### src/design/chdr_deframer_pkg.sv
// Shared definitions for the CHDR data packet deframer
// Holds the 64-bit CHDR header field positions, packet type codes,
// bus widths and the packed beat/sideband structs used on every link.
// Other files refer to these through chdr_deframer_pkg:: scoped names
package chdr_deframer_pkg;

  // --------------------
  // Bus widths
  // --------------------
  localparam int chdr_w = 64;
  localparam int item_w = 32;
  // Items per output payload beat
  localparam int nipc   = 2;

  // Data packet type codes
  localparam logic [2:0] pkt_type_data    = 3'd6;
  localparam logic [2:0] pkt_type_data_ts = 3'd7;

  // --------------------
  // Header bit positions
  // --------------------
  localparam int hdr_eob_bit       = 57;
  localparam int hdr_eov_bit       = 56;
  localparam int hdr_pkt_type_msb  = 55;
  localparam int hdr_pkt_type_lsb  = 53;
  localparam int hdr_num_mdata_msb = 52;
  localparam int hdr_num_mdata_lsb = 48;
  // Total packet bytes, header word included
  localparam int hdr_length_msb    = 31;
  localparam int hdr_length_lsb    = 16;

  // Default entries per stream FIFO
  localparam int fifo_depth_default = 4;

  // --------------------
  // Beat and sideband types
  // --------------------
  // One CHDR input word
  typedef struct packed {
    logic [chdr_w-1:0] data;
    logic              last;
  } chdr_beat_t;

  // Payload beat, item 0 in the low half, keep bit per item
  typedef struct packed {
    logic [item_w*nipc-1:0] data;
    logic [nipc-1:0]        keep;
    logic                   last;
  } pyld_beat_t;

  // Metadata beat, keep low marks the empty beat of a packet without metadata
  typedef struct packed {
    logic [chdr_w-1:0] data;
    logic              keep;
    logic              last;
  } mdata_beat_t;

  // Per-packet sideband, length counts payload bytes only
  typedef struct packed {
    logic [63:0] timestamp;
    logic        has_time;
    logic [15:0] length;
    logic        eob;
    logic        eov;
  } pkt_info_t;

endpackage

### src/design/chdr_stream_fifo.sv
`timescale 1ns/1ps
// Synchronous valid/ready FIFO for any packed payload type
// Circular buffer behind a registered output stage, one cycle from write to read.
// Holds depth entries in the buffer plus one in the output register
module chdr_stream_fifo #(
  parameter type payload_t = logic [63:0],
  parameter int  depth     = chdr_deframer_pkg::fifo_depth_default
) (
  input  logic     axis_chdr_clk,
  input  logic     axis_chdr_rst,
  // Write side
  input  payload_t i_data,
  input  logic     i_valid,
  output logic     o_ready,
  // Read side
  output payload_t o_data,
  output logic     o_valid,
  input  logic     i_ready
);
  localparam int ptr_w = (depth > 1) ? $clog2(depth) : 1;
  localparam int cnt_w = $clog2(depth + 1);

  payload_t         mem [depth];
  logic [ptr_w-1:0] wr_ptr;
  logic [ptr_w-1:0] rd_ptr;
  logic [cnt_w-1:0] count;
  logic             wr_en;
  logic             out_free;
  logic             mem_empty;
  logic             mem_wr;
  logic             mem_rd;

  assign wr_en     = i_valid && o_ready;
  // Output register can take a new beat
  assign out_free  = !o_valid || i_ready;
  assign mem_empty = (count == '0);
  // Bypass the buffer when it is empty and the output stage is free
  assign mem_wr    = wr_en && !(mem_empty && out_free);
  assign mem_rd    = out_free && !mem_empty;
  assign o_ready   = (count < cnt_w'(depth));

  // Buffer storage
  always_ff @(posedge axis_chdr_clk) begin
    if (mem_wr) begin
      mem[wr_ptr] <= i_data;
    end
  end

  // Pointers, fill count and output valid
  always_ff @(posedge axis_chdr_clk) begin
    if (axis_chdr_rst) begin
      wr_ptr  <= '0;
      rd_ptr  <= '0;
      count   <= '0;
      o_valid <= 1'b0;
    end else begin
      if (mem_wr) begin
        wr_ptr <= (wr_ptr == ptr_w'(depth - 1)) ? '0 : wr_ptr + 1'b1;
      end
      if (mem_rd) begin
        rd_ptr <= (rd_ptr == ptr_w'(depth - 1)) ? '0 : rd_ptr + 1'b1;
      end
      case ({mem_wr, mem_rd})
        2'b10:   count <= count + 1'b1;
        2'b01:   count <= count - 1'b1;
        default: count <= count;
      endcase
      if (out_free) begin
        o_valid <= !mem_empty || wr_en;
      end
    end
  end

  // Oldest buffered entry first, else straight from the write side
  always_ff @(posedge axis_chdr_clk) begin
    if (out_free) begin
      o_data <= mem_empty ? i_data : mem[rd_ptr];
    end
  end

  // No write while full, a write never lands on an entry still unread
  a_no_overflow : assert property (@(posedge axis_chdr_clk) disable iff (axis_chdr_rst)
    (mem_wr && !mem_empty) |-> (wr_ptr != rd_ptr));
  // No read while empty, so the pointers meet whenever the count is zero
  a_no_underflow : assert property (@(posedge axis_chdr_clk) disable iff (axis_chdr_rst)
    mem_empty |-> (wr_ptr == rd_ptr));

endmodule

### src/design/chdr_header_parser.sv
`timescale 1ns/1ps
// Input FSM of the CHDR deframer
// Splits each 64-bit CHDR data packet into a sideband info beat, a metadata
// packet and a payload packet. Non-data packets are consumed and dropped.
// Fully combinational from input to the FIFO write sides
module chdr_header_parser (
  input  logic                             axis_chdr_clk,
  input  logic                             axis_chdr_rst,
  // CHDR input
  input  chdr_deframer_pkg::chdr_beat_t    i_chdr,
  input  logic                             i_chdr_valid,
  output logic                             o_chdr_ready,
  // Packet info out
  output chdr_deframer_pkg::pkt_info_t     o_info,
  output logic                             o_info_valid,
  input  logic                             i_info_ready,
  // Metadata out
  output chdr_deframer_pkg::mdata_beat_t   o_mdata,
  output logic                             o_mdata_valid,
  input  logic                             i_mdata_ready,
  // Payload out
  output chdr_deframer_pkg::pyld_beat_t    o_pyld,
  output logic                             o_pyld_valid,
  input  logic                             i_pyld_ready
);
  typedef enum logic [2:0] {
    st_header    = 3'd0,
    st_timestamp = 3'd1,
    st_mdata     = 3'd2,
    st_body      = 3'd3,
    st_drop      = 3'd4
  } state_t;

  state_t      state;
  logic [4:0]  mdata_pending;
  logic [15:0] pyld_len_reg;
  logic        eob_reg;
  logic        eov_reg;

  logic [2:0]  hdr_pkt_type;
  logic [4:0]  hdr_num_mdata;
  logic [15:0] hdr_length;
  logic        hdr_is_data;
  logic        hdr_has_time;
  logic [5:0]  hdr_words;
  logic [15:0] hdr_pyld_len;
  logic        chdr_xfer;
  logic        last_mdata_line;
  logic [1:0]  last_keep;

  // --------------------
  // Header decode
  // --------------------
  assign hdr_pkt_type  = i_chdr.data[chdr_deframer_pkg::hdr_pkt_type_msb:
                                     chdr_deframer_pkg::hdr_pkt_type_lsb];
  assign hdr_num_mdata = i_chdr.data[chdr_deframer_pkg::hdr_num_mdata_msb:
                                     chdr_deframer_pkg::hdr_num_mdata_lsb];
  assign hdr_length    = i_chdr.data[chdr_deframer_pkg::hdr_length_msb:
                                     chdr_deframer_pkg::hdr_length_lsb];
  assign hdr_has_time  = (hdr_pkt_type == chdr_deframer_pkg::pkt_type_data_ts);
  assign hdr_is_data   = hdr_has_time || (hdr_pkt_type == chdr_deframer_pkg::pkt_type_data);
  // Header, optional timestamp and metadata words ahead of the payload
  assign hdr_words     = {1'b0, hdr_num_mdata} + 6'd1 + {5'd0, hdr_has_time};
  assign hdr_pyld_len  = hdr_length - {7'd0, hdr_words, 3'd0};

  assign chdr_xfer = i_chdr_valid && o_chdr_ready;

  // Input ready and end of metadata packet, both follow the state
  always_comb begin
    case (state)
      st_header: begin
        o_chdr_ready    = i_info_ready && i_mdata_ready;
        last_mdata_line = (hdr_num_mdata == 5'd0);
      end
      st_timestamp: begin
        o_chdr_ready    = i_info_ready && i_mdata_ready;
        last_mdata_line = 1'b0;
      end
      st_mdata: begin
        o_chdr_ready    = i_mdata_ready;
        last_mdata_line = (mdata_pending == 5'd1);
      end
      st_body: begin
        o_chdr_ready    = i_pyld_ready;
        last_mdata_line = 1'b0;
      end
      st_drop: begin
        o_chdr_ready    = 1'b1;
        last_mdata_line = 1'b0;
      end
      default: begin
        o_chdr_ready    = 1'b0;
        last_mdata_line = 1'b0;
      end
    endcase
  end

  // --------------------
  // State machine
  // --------------------
  always_ff @(posedge axis_chdr_clk) begin
    if (axis_chdr_rst) begin
      state         <= st_header;
      mdata_pending <= 5'd0;
    end else if (chdr_xfer) begin
      case (state)
        st_header: begin
          mdata_pending <= hdr_num_mdata;
          // A packet ending at its header is simply skipped
          if (i_chdr.last) state <= st_header;
          else if (!hdr_is_data) state <= st_drop;
          else if (hdr_has_time) state <= st_timestamp;
          else if (hdr_num_mdata != 5'd0) state <= st_mdata;
          else state <= st_body;
        end
        st_timestamp: begin
          if (i_chdr.last) state <= st_header;
          else if (mdata_pending != 5'd0) state <= st_mdata;
          else state <= st_body;
        end
        st_mdata: begin
          // Count down and leave at 1
          if (i_chdr.last) state <= st_header;
          else if (mdata_pending == 5'd1) state <= st_body;
          else mdata_pending <= mdata_pending - 5'd1;
        end
        st_body, st_drop: begin
          if (i_chdr.last) state <= st_header;
        end
        default: state <= st_header;
      endcase
    end
  end

  // Flags and payload length captured at the header for the timestamp beat and keep
  always_ff @(posedge axis_chdr_clk) begin
    if (chdr_xfer && state == st_header) begin
      pyld_len_reg <= hdr_pyld_len;
      eob_reg      <= i_chdr.data[chdr_deframer_pkg::hdr_eob_bit];
      eov_reg      <= i_chdr.data[chdr_deframer_pkg::hdr_eov_bit];
    end
  end

  // --------------------
  // Stream outputs
  // --------------------
  // DATA packets get info at the header, DATA_TS packets at the timestamp word
  always_comb begin
    if (state == st_timestamp) begin
      o_info = '{timestamp: i_chdr.data, has_time: 1'b1, length: pyld_len_reg,
                 eob: eob_reg, eov: eov_reg};
    end else begin
      o_info = '{timestamp: '0, has_time: 1'b0, length: hdr_pyld_len,
                 eob: i_chdr.data[chdr_deframer_pkg::hdr_eob_bit],
                 eov: i_chdr.data[chdr_deframer_pkg::hdr_eov_bit]};
    end
  end
  assign o_info_valid = chdr_xfer && (state == st_timestamp ||
                        (state == st_header && hdr_pkt_type == chdr_deframer_pkg::pkt_type_data));

  // Metadata words, or one empty beat at the header when there are none
  assign o_mdata       = '{data: i_chdr.data, keep: (state == st_mdata),
                           last: i_chdr.last || last_mdata_line};
  assign o_mdata_valid = chdr_xfer && (state == st_mdata ||
                         (state == st_header && hdr_is_data && hdr_num_mdata == 5'd0));

  // Upper item unused when 1 to 4 bytes remain in the last word
  assign last_keep    = (pyld_len_reg[2:0] != 3'd0 && pyld_len_reg[2:0] <= 3'd4) ? 2'b01 : 2'b11;
  assign o_pyld       = '{data: i_chdr.data, keep: i_chdr.last ? last_keep : 2'b11,
                          last: i_chdr.last};
  assign o_pyld_valid = chdr_xfer && (state == st_body);

  a_legal_state : assert property (@(posedge axis_chdr_clk) disable iff (axis_chdr_rst)
    state inside {st_header, st_timestamp, st_mdata, st_body, st_drop});

endmodule

### src/design/chdr_pkt_pairing.sv
`timescale 1ns/1ps
// Output ordering stage of the CHDR deframer
// Counts finished metadata and payload packets so that each metadata packet
// leaves before its payload. With prefetch one more metadata packet may run ahead.
// Info is read from the head of its FIFO and popped with the last payload beat
module chdr_pkt_pairing #(
  parameter bit mdata_prefetch_en = 1'b1
) (
  input  logic                           axis_chdr_clk,
  input  logic                           axis_chdr_rst,
  // From the FIFOs
  input  chdr_deframer_pkg::mdata_beat_t i_mdata,
  input  logic                           i_mdata_valid,
  output logic                           o_mdata_ready,
  input  chdr_deframer_pkg::pyld_beat_t  i_pyld,
  input  logic                           i_pyld_valid,
  output logic                           o_pyld_ready,
  input  chdr_deframer_pkg::pkt_info_t   i_info,
  output logic                           o_info_ready,
  // External outputs
  output chdr_deframer_pkg::mdata_beat_t o_mdata,
  output logic                           o_mdata_valid,
  input  logic                           i_mdata_ready,
  output chdr_deframer_pkg::pyld_beat_t  o_pyld,
  output chdr_deframer_pkg::pkt_info_t   o_pyld_info,
  output logic                           o_pyld_valid,
  input  logic                           i_pyld_ready
);
  // Metadata packets allowed ahead of payload
  localparam logic [2:0] max_ahead = mdata_prefetch_en ? 3'd2 : 3'd1;

  logic [2:0] mdata_pkt_cnt;
  logic [2:0] pyld_pkt_cnt;
  logic [2:0] pkt_diff;
  logic       pass_mdata;
  logic       pass_pyld;

  // Wraps cleanly since the difference stays small
  assign pkt_diff   = mdata_pkt_cnt - pyld_pkt_cnt;
  assign pass_pyld  = (pkt_diff != 3'd0);
  assign pass_mdata = (pkt_diff < max_ahead);

  // --------------------
  // Packet counters
  // --------------------
  always_ff @(posedge axis_chdr_clk) begin
    if (axis_chdr_rst) begin
      mdata_pkt_cnt <= 3'd0;
      pyld_pkt_cnt  <= 3'd0;
    end else begin
      if (o_mdata_valid && i_mdata_ready && i_mdata.last) mdata_pkt_cnt <= mdata_pkt_cnt + 3'd1;
      if (o_pyld_valid && i_pyld_ready && i_pyld.last) pyld_pkt_cnt <= pyld_pkt_cnt + 3'd1;
    end
  end

  // Gated handshakes
  assign o_mdata       = i_mdata;
  assign o_mdata_valid = i_mdata_valid && pass_mdata;
  assign o_mdata_ready = i_mdata_ready && pass_mdata;

  assign o_pyld        = i_pyld;
  assign o_pyld_info   = i_info;
  assign o_pyld_valid  = i_pyld_valid && pass_pyld;
  assign o_pyld_ready  = i_pyld_ready && pass_pyld;
  // One info pop per payload packet
  assign o_info_ready  = o_pyld_ready && i_pyld_valid && i_pyld.last;

  a_prefetch_limit : assert property (@(posedge axis_chdr_clk) disable iff (axis_chdr_rst)
    pkt_diff <= max_ahead);

endmodule

### src/design/chdr_deframer.sv
`timescale 1ns/1ps
// Top level of the single-clock CHDR data packet deframer
// CHDR in, payload with per-packet sideband out, metadata out.
// Parser feeds info, metadata and payload FIFOs, the pairing stage orders the outputs
module chdr_deframer #(
  parameter bit mdata_prefetch_en = 1'b1
) (
  input  logic                           axis_chdr_clk,
  input  logic                           axis_chdr_rst,
  // CHDR input
  input  chdr_deframer_pkg::chdr_beat_t  i_chdr,
  input  logic                           i_chdr_valid,
  output logic                           o_chdr_ready,
  // Payload output with sideband
  output chdr_deframer_pkg::pyld_beat_t  o_pyld,
  output chdr_deframer_pkg::pkt_info_t   o_pyld_info,
  output logic                           o_pyld_valid,
  input  logic                           i_pyld_ready,
  // Metadata output
  output chdr_deframer_pkg::mdata_beat_t o_mdata,
  output logic                           o_mdata_valid,
  input  logic                           i_mdata_ready
);
  // Parser to FIFOs
  chdr_deframer_pkg::pkt_info_t   in_info;
  logic                           in_info_valid, in_info_ready;
  chdr_deframer_pkg::mdata_beat_t in_mdata;
  logic                           in_mdata_valid, in_mdata_ready;
  chdr_deframer_pkg::pyld_beat_t  in_pyld;
  logic                           in_pyld_valid, in_pyld_ready;

  // FIFOs to pairing stage
  chdr_deframer_pkg::pkt_info_t   fifo_info;
  logic                           fifo_info_ready;
  chdr_deframer_pkg::mdata_beat_t fifo_mdata;
  logic                           fifo_mdata_valid, fifo_mdata_ready;
  chdr_deframer_pkg::pyld_beat_t  fifo_pyld;
  logic                           fifo_pyld_valid, fifo_pyld_ready;

  chdr_header_parser parser0 (
    .axis_chdr_clk, .axis_chdr_rst,
    .i_chdr, .i_chdr_valid, .o_chdr_ready,
    .o_info(in_info), .o_info_valid(in_info_valid), .i_info_ready(in_info_ready),
    .o_mdata(in_mdata), .o_mdata_valid(in_mdata_valid), .i_mdata_ready(in_mdata_ready),
    .o_pyld(in_pyld), .o_pyld_valid(in_pyld_valid), .i_pyld_ready(in_pyld_ready)
  );

  // Info is always ahead of its payload, so its valid is not needed downstream
  chdr_stream_fifo #(.payload_t(chdr_deframer_pkg::pkt_info_t)) info_fifo (
    .axis_chdr_clk, .axis_chdr_rst,
    .i_data(in_info), .i_valid(in_info_valid), .o_ready(in_info_ready),
    .o_data(fifo_info), .o_valid(), .i_ready(fifo_info_ready)
  );

  chdr_stream_fifo #(.payload_t(chdr_deframer_pkg::mdata_beat_t)) mdata_fifo (
    .axis_chdr_clk, .axis_chdr_rst,
    .i_data(in_mdata), .i_valid(in_mdata_valid), .o_ready(in_mdata_ready),
    .o_data(fifo_mdata), .o_valid(fifo_mdata_valid), .i_ready(fifo_mdata_ready)
  );

  chdr_stream_fifo #(.payload_t(chdr_deframer_pkg::pyld_beat_t)) pyld_fifo (
    .axis_chdr_clk, .axis_chdr_rst,
    .i_data(in_pyld), .i_valid(in_pyld_valid), .o_ready(in_pyld_ready),
    .o_data(fifo_pyld), .o_valid(fifo_pyld_valid), .i_ready(fifo_pyld_ready)
  );

  chdr_pkt_pairing #(.mdata_prefetch_en(mdata_prefetch_en)) pairing0 (
    .axis_chdr_clk, .axis_chdr_rst,
    .i_mdata(fifo_mdata), .i_mdata_valid(fifo_mdata_valid), .o_mdata_ready(fifo_mdata_ready),
    .i_pyld(fifo_pyld), .i_pyld_valid(fifo_pyld_valid), .o_pyld_ready(fifo_pyld_ready),
    .i_info(fifo_info), .o_info_ready(fifo_info_ready),
    .o_mdata, .o_mdata_valid, .i_mdata_ready,
    .o_pyld, .o_pyld_info, .o_pyld_valid, .i_pyld_ready
  );

endmodule

### config.mk
export PLATFORM = sky130hd
export DESIGN_NAME = chdr_deframer
export DESIGN_NICKNAME = d
export VERILOG_FILES = /design/src/design/chdr_deframer_pkg.sv /design/src/design/chdr_stream_fifo.sv /design/src/design/chdr_header_parser.sv /design/src/design/chdr_pkt_pairing.sv /design/src/design/chdr_deframer.sv
export SDC_FILE = /design/constraint.sdc
export NUM_CORES = 1
export LEC_CHECK = 0
export BUFFER_PORTS_ARGS = -buffer_cell sky130_fd_sc_hd__buf_2
export CORE_MARGIN = 2
export CORE_UTILIZATION = 42
export CTS_CLUSTER_SIZE = 20
export DETAILED_ROUTE_END_ITERATION = 16
export GPL_TIMING_DRIVEN = 1
export PLACE_DENSITY_LB_ADDON = 0.1
export RECOVER_POWER = 25
export SETUP_SLACK_MARGIN = 0.4
export SYNTH_ARGS = -nofsm -noshare
export SYNTH_HDL_FRONTEND = slang
export SYNTH_SLANG_ARGS = --single-unit
### constraint.sdc
create_clock -name axis_chdr_clk -period 15.86 [get_ports axis_chdr_clk]
set_input_delay 1.586 -clock axis_chdr_clk [delete_from_list [all_inputs] [get_ports axis_chdr_clk]]
set_output_delay 1.586 -clock axis_chdr_clk [all_outputs]
set_load 0.01 [all_outputs]
==> metrics.md <==
| Metric | Value |
|---|---|
| Outcome | `finished with violations` |
| Failing checks | `capacitance limit, slew limit` |
| EDFF count, synth | `about 1100` |
| Max frequency | `157 MHz` |
| CP required | `16160 ps` |
| Post-DP HPWL | `64800 um` |
| Switching part of the total | `0.259` |
| Top flop regs | `info_fifo.mem (332), mdata_fifo.mem (264), pyld_fifo.mem (264)` |
| Final Max Slew Viols | `64` |
| DRT iter0 DRCs | `1674` |
| Wire per inst | `27.4 um` |
| Netlist cell types | `66` |
| CP Capture Type | `register` |
| Sequential area share after synthesis | `0.760` |
| Longest Clk Path Bufs | `3` |
| Fin crit share | `0.401` |
| Worst Path Buf+Inv | `2` |
| Largest family of logic cells by synthesized area | `multiplexers` |
| RSZ-0062 raised after global routing | `no` |
| Clock share of power | `0.352` |
| Pwr dens | `149 nW/um^2` |
| Max_cap viols | `1` |
| Internal power | `5.62 mW` |
| Relative slew slack | `-1.20` |
| Syn nets | `about 2400` |
| Final Hold Vio Count | `0` |
| First-pass GRT wire length | `162000 um` |
| Synth Area in Adders | `0.0113` |
| Initial Util | `0.422` |
| Critical-path maximum fanout | `63` |
| Max VDD drop | `90.9 uV` |
| Rows | `119` |
| DRC viols | `0` |
| LEAKAGE | `~18 nW` |
| Setup Viol. Count Final | `0` |
| Routed Antenna Nets | `0` |
| Mux contribution to synthesized area | `0.147` |
| DIE AREA | `108000 sq um` |
| Core area | `about 100000 sq um` |
| Vias | `roughly 22000` |
| Class of the worst hold path | `register to register` |
| Register share of total power | `0.490` |
| Setup TNS | `0 ps` |
| Max FFs per register | `332` |
| CP Launch Type | `register` |
| FFs w/ async S/R, synth | `0` |
| Synthesized instance count | `2266` |
| Largest stage delay on the critical path | `2320 ps` |
| PostCTS Resize Cnt | `0` |
| Hold Slack | `479 ps` |
| Xor/xnor share of the synthesized area | `0.00567` |
| Io pins | `289` |
| GRT Residual Overflow | `0` |
| CTS tree | `done` |
| Inst Count DP | `approximately 3900` |
| Number of iterations in the first detailed-routing pass | `5` |
| Tmin final | `6360 ps` |
| Worst Clk Skew | `22.5 ps` |
| Slowest CP cell | `clkbuf_1` |
| Top reg by flops | `info_fifo.mem` |
| Synth Warn # | `0` |
| GRT Total Usage | `0.207` |
| WP data arrival | `6660 ps` |
| Port buffer count | `287` |
| CTS root buf | `clkbuf_16` |
| Final WL | `112000 um` |
| Reg clk slew, reported paths | `60 ps` |
| Finished Layout Cells | `4088` |
| Clk_lat worst skew | `690 ps` |
| Pin count of the biggest net entering global routing | `72` |
| Post-synth top flop | `edfxtp_1` |
| WS Path Type | `register to register` |
| Register bit total from synthesis | `~1100` |
| Mapped Area | `~44000 sq um` |
| H-Tree Level Count | `3` |
| Actual slew at the worst max-slew pin | `3300 ps` |
| Die Wd | `329 um` |
| RePlAce Congestion | `0.760` |
| Top delay family on crit path | `buffers and inverters` |
| Layout cell share with drive strength beyond 1 | `0.302` |
| # nets final | `2697` |
| Die Span Y | `329 um` |
| CTS sink count | `1137` |
| Area growth syn-to-layout | `15.1%` |
| Num CTS Buffers | `~120` |
| NetSw | `1.97 mW` |
| Share of the synthesized area in compound gates (AO/OA/AOI/OAI) | `0.0136` |
| Antenna violations before repair | `10` |
| Logic pwr share | `0.159` |
| Avg Cell Area, Syn | `a little under 20 sq um` |
| Setup bufs post-CTS | `0` |
| Cells along the critical path | `nor2_4 -> clkbuf_1 -> o21ai_0 -> nor3_4 -> and2_4 -> buf_4` |
| Cts-stage hold buffer count | `0` |
| Pwr Total | `7.59 mW` |
| Post-Synth Simple-Gate Area | `0.0484` |
| Vias in the first global route | `23300` |
| Post-DR vias/cell | `5.46` |
[synth_stat cells, types with 3 or more instances]
cell      count  area, sq um
a21oi_1      25          125
a22oi_1       3         22.5
a31oi_1       6         37.5
and2_1       14         87.6
and3_1       66          413
buf_1         9         33.8
buf_2        25          125
clkbuf_1     73          274
dfxtp_1      44          881
edfxtp_1   1093        32800
fa_1          5          100
ha_1         32          400
inv_1        37          139
mux2_2      134         1510
mux2i_1      12          120
mux4_2      215         4840
nand2_1     265          995
nand2b_1      3         18.8
nand3_1      10         50.1
nor2_1       54          203
nor2b_1       3         18.8
nor3_1       11         55.1
nor3_2        3         30.0
o211ai_1      7         52.6
o21a_1        3         22.5
o21ai_0      17         85.1
o21ai_1       6         30.0
o31ai_1       9         67.6
or3_1        13         81.3
xnor2_1      11         96.3
xor2_1       13          114
[cells in the final DEF, fill, tap and decap left out, types with 13 or more instances in the layout]
master,instances
buf_2,223
mux2_2,134
clkinv_2,25
clkbuf_16,121
nor2_1,53
clkinv_1,22
a21oi_1,25
and3_1,66
clkbuf_1,100
edfxtp_1,1093
ha_1,32
o21ai_0,17
dfxtp_1,37
inv_1,37
buf_4,25
nand2_1,263
xor2_1,13
mux4_2,215
[worst register-to-register path, stage by stage (launching register included)]
cell and delay, ps:
dfxtp_1 500, nor2_4 150, clkbuf_1 2320, o21ai_0 930, nor3_4 580, and2_4 540
buf_4 790
[routing by layer]
metal / track usage / share of wire
met5: 0 / 0.00028
met4: 0.0448 / 0.015
met3: 0.0326 / 0.050
met2: 0.342 / 0.49
met1: 0.290 / 0.44
[stage by stage]
step / worst slack, ps / util / instance area, sq um
4_1_cts: 11210 / 0.487 / 51100
6_report: 9500 / 0.486 / 51000
5_1_grt: 9090 / 0.486 / 51000
2_1_floorplan: 10290 / - / 44300
3_3_place_gp: 11130 / 0.451 / 47300
3_5_place_dp: 11110 / 0.451 / 47300
[logic make-up after synthesis]
| kind of cell | count (synthesis) |
|---|---|
| xor+xnor | 26 |
| buf+inv | 150 |
| other cells | 1 |
| flops | 1137 |
| simple gates | 463 |
| fa+ha+maj | 37 |
| mux | 363 |
| compound gates | 89 |
[power by group through the flow]
stage | sequential, mW | clock (mW) | combinational [mW]
3_5_place_dp | 3.78 | 0 | 1.23
2_1_floorplan | 3.78 | 0 | 0.699
3_3_place_gp | 3.79 | 0 | 1.23
5_1_grt | 3.74 | 2.85 | 1.30
6_report | 3.71 | 2.67 | 1.20
4_1_cts | 3.73 | 2.73 | 1.24
[final timing paths]
| check | startpoint | to | slack, ps | cells after the start |
|---|---|---|---|---|
| min | mdata_fifo.rd_ptr[1] | register | 480 | 2 |
| max | parser0.state[2] | info_fifo.mem[2][48] | 9500 | 6 |
| max reg2reg | parser0.state[2] | info_fifo.mem[2][48] | 9500 | 6 |
| min reg2reg | mdata_fifo.rd_ptr[1] | register | 480 | 2 |
[layout make-up]
type / count / area, sq um
flip-flops and latches: 1137 / 33700
repair buffers: 314 / 1550
inverters: 40 / 150
diodes: 2 / 5.00
multi-input cells: 979 / 10100
clock inverters: 62 / 477
clock buffers: 163 / 3270
well taps: 1391 / 1740
fillers: 8698 / 54000
Note: power is estimated with default switching activity, not from simulation.
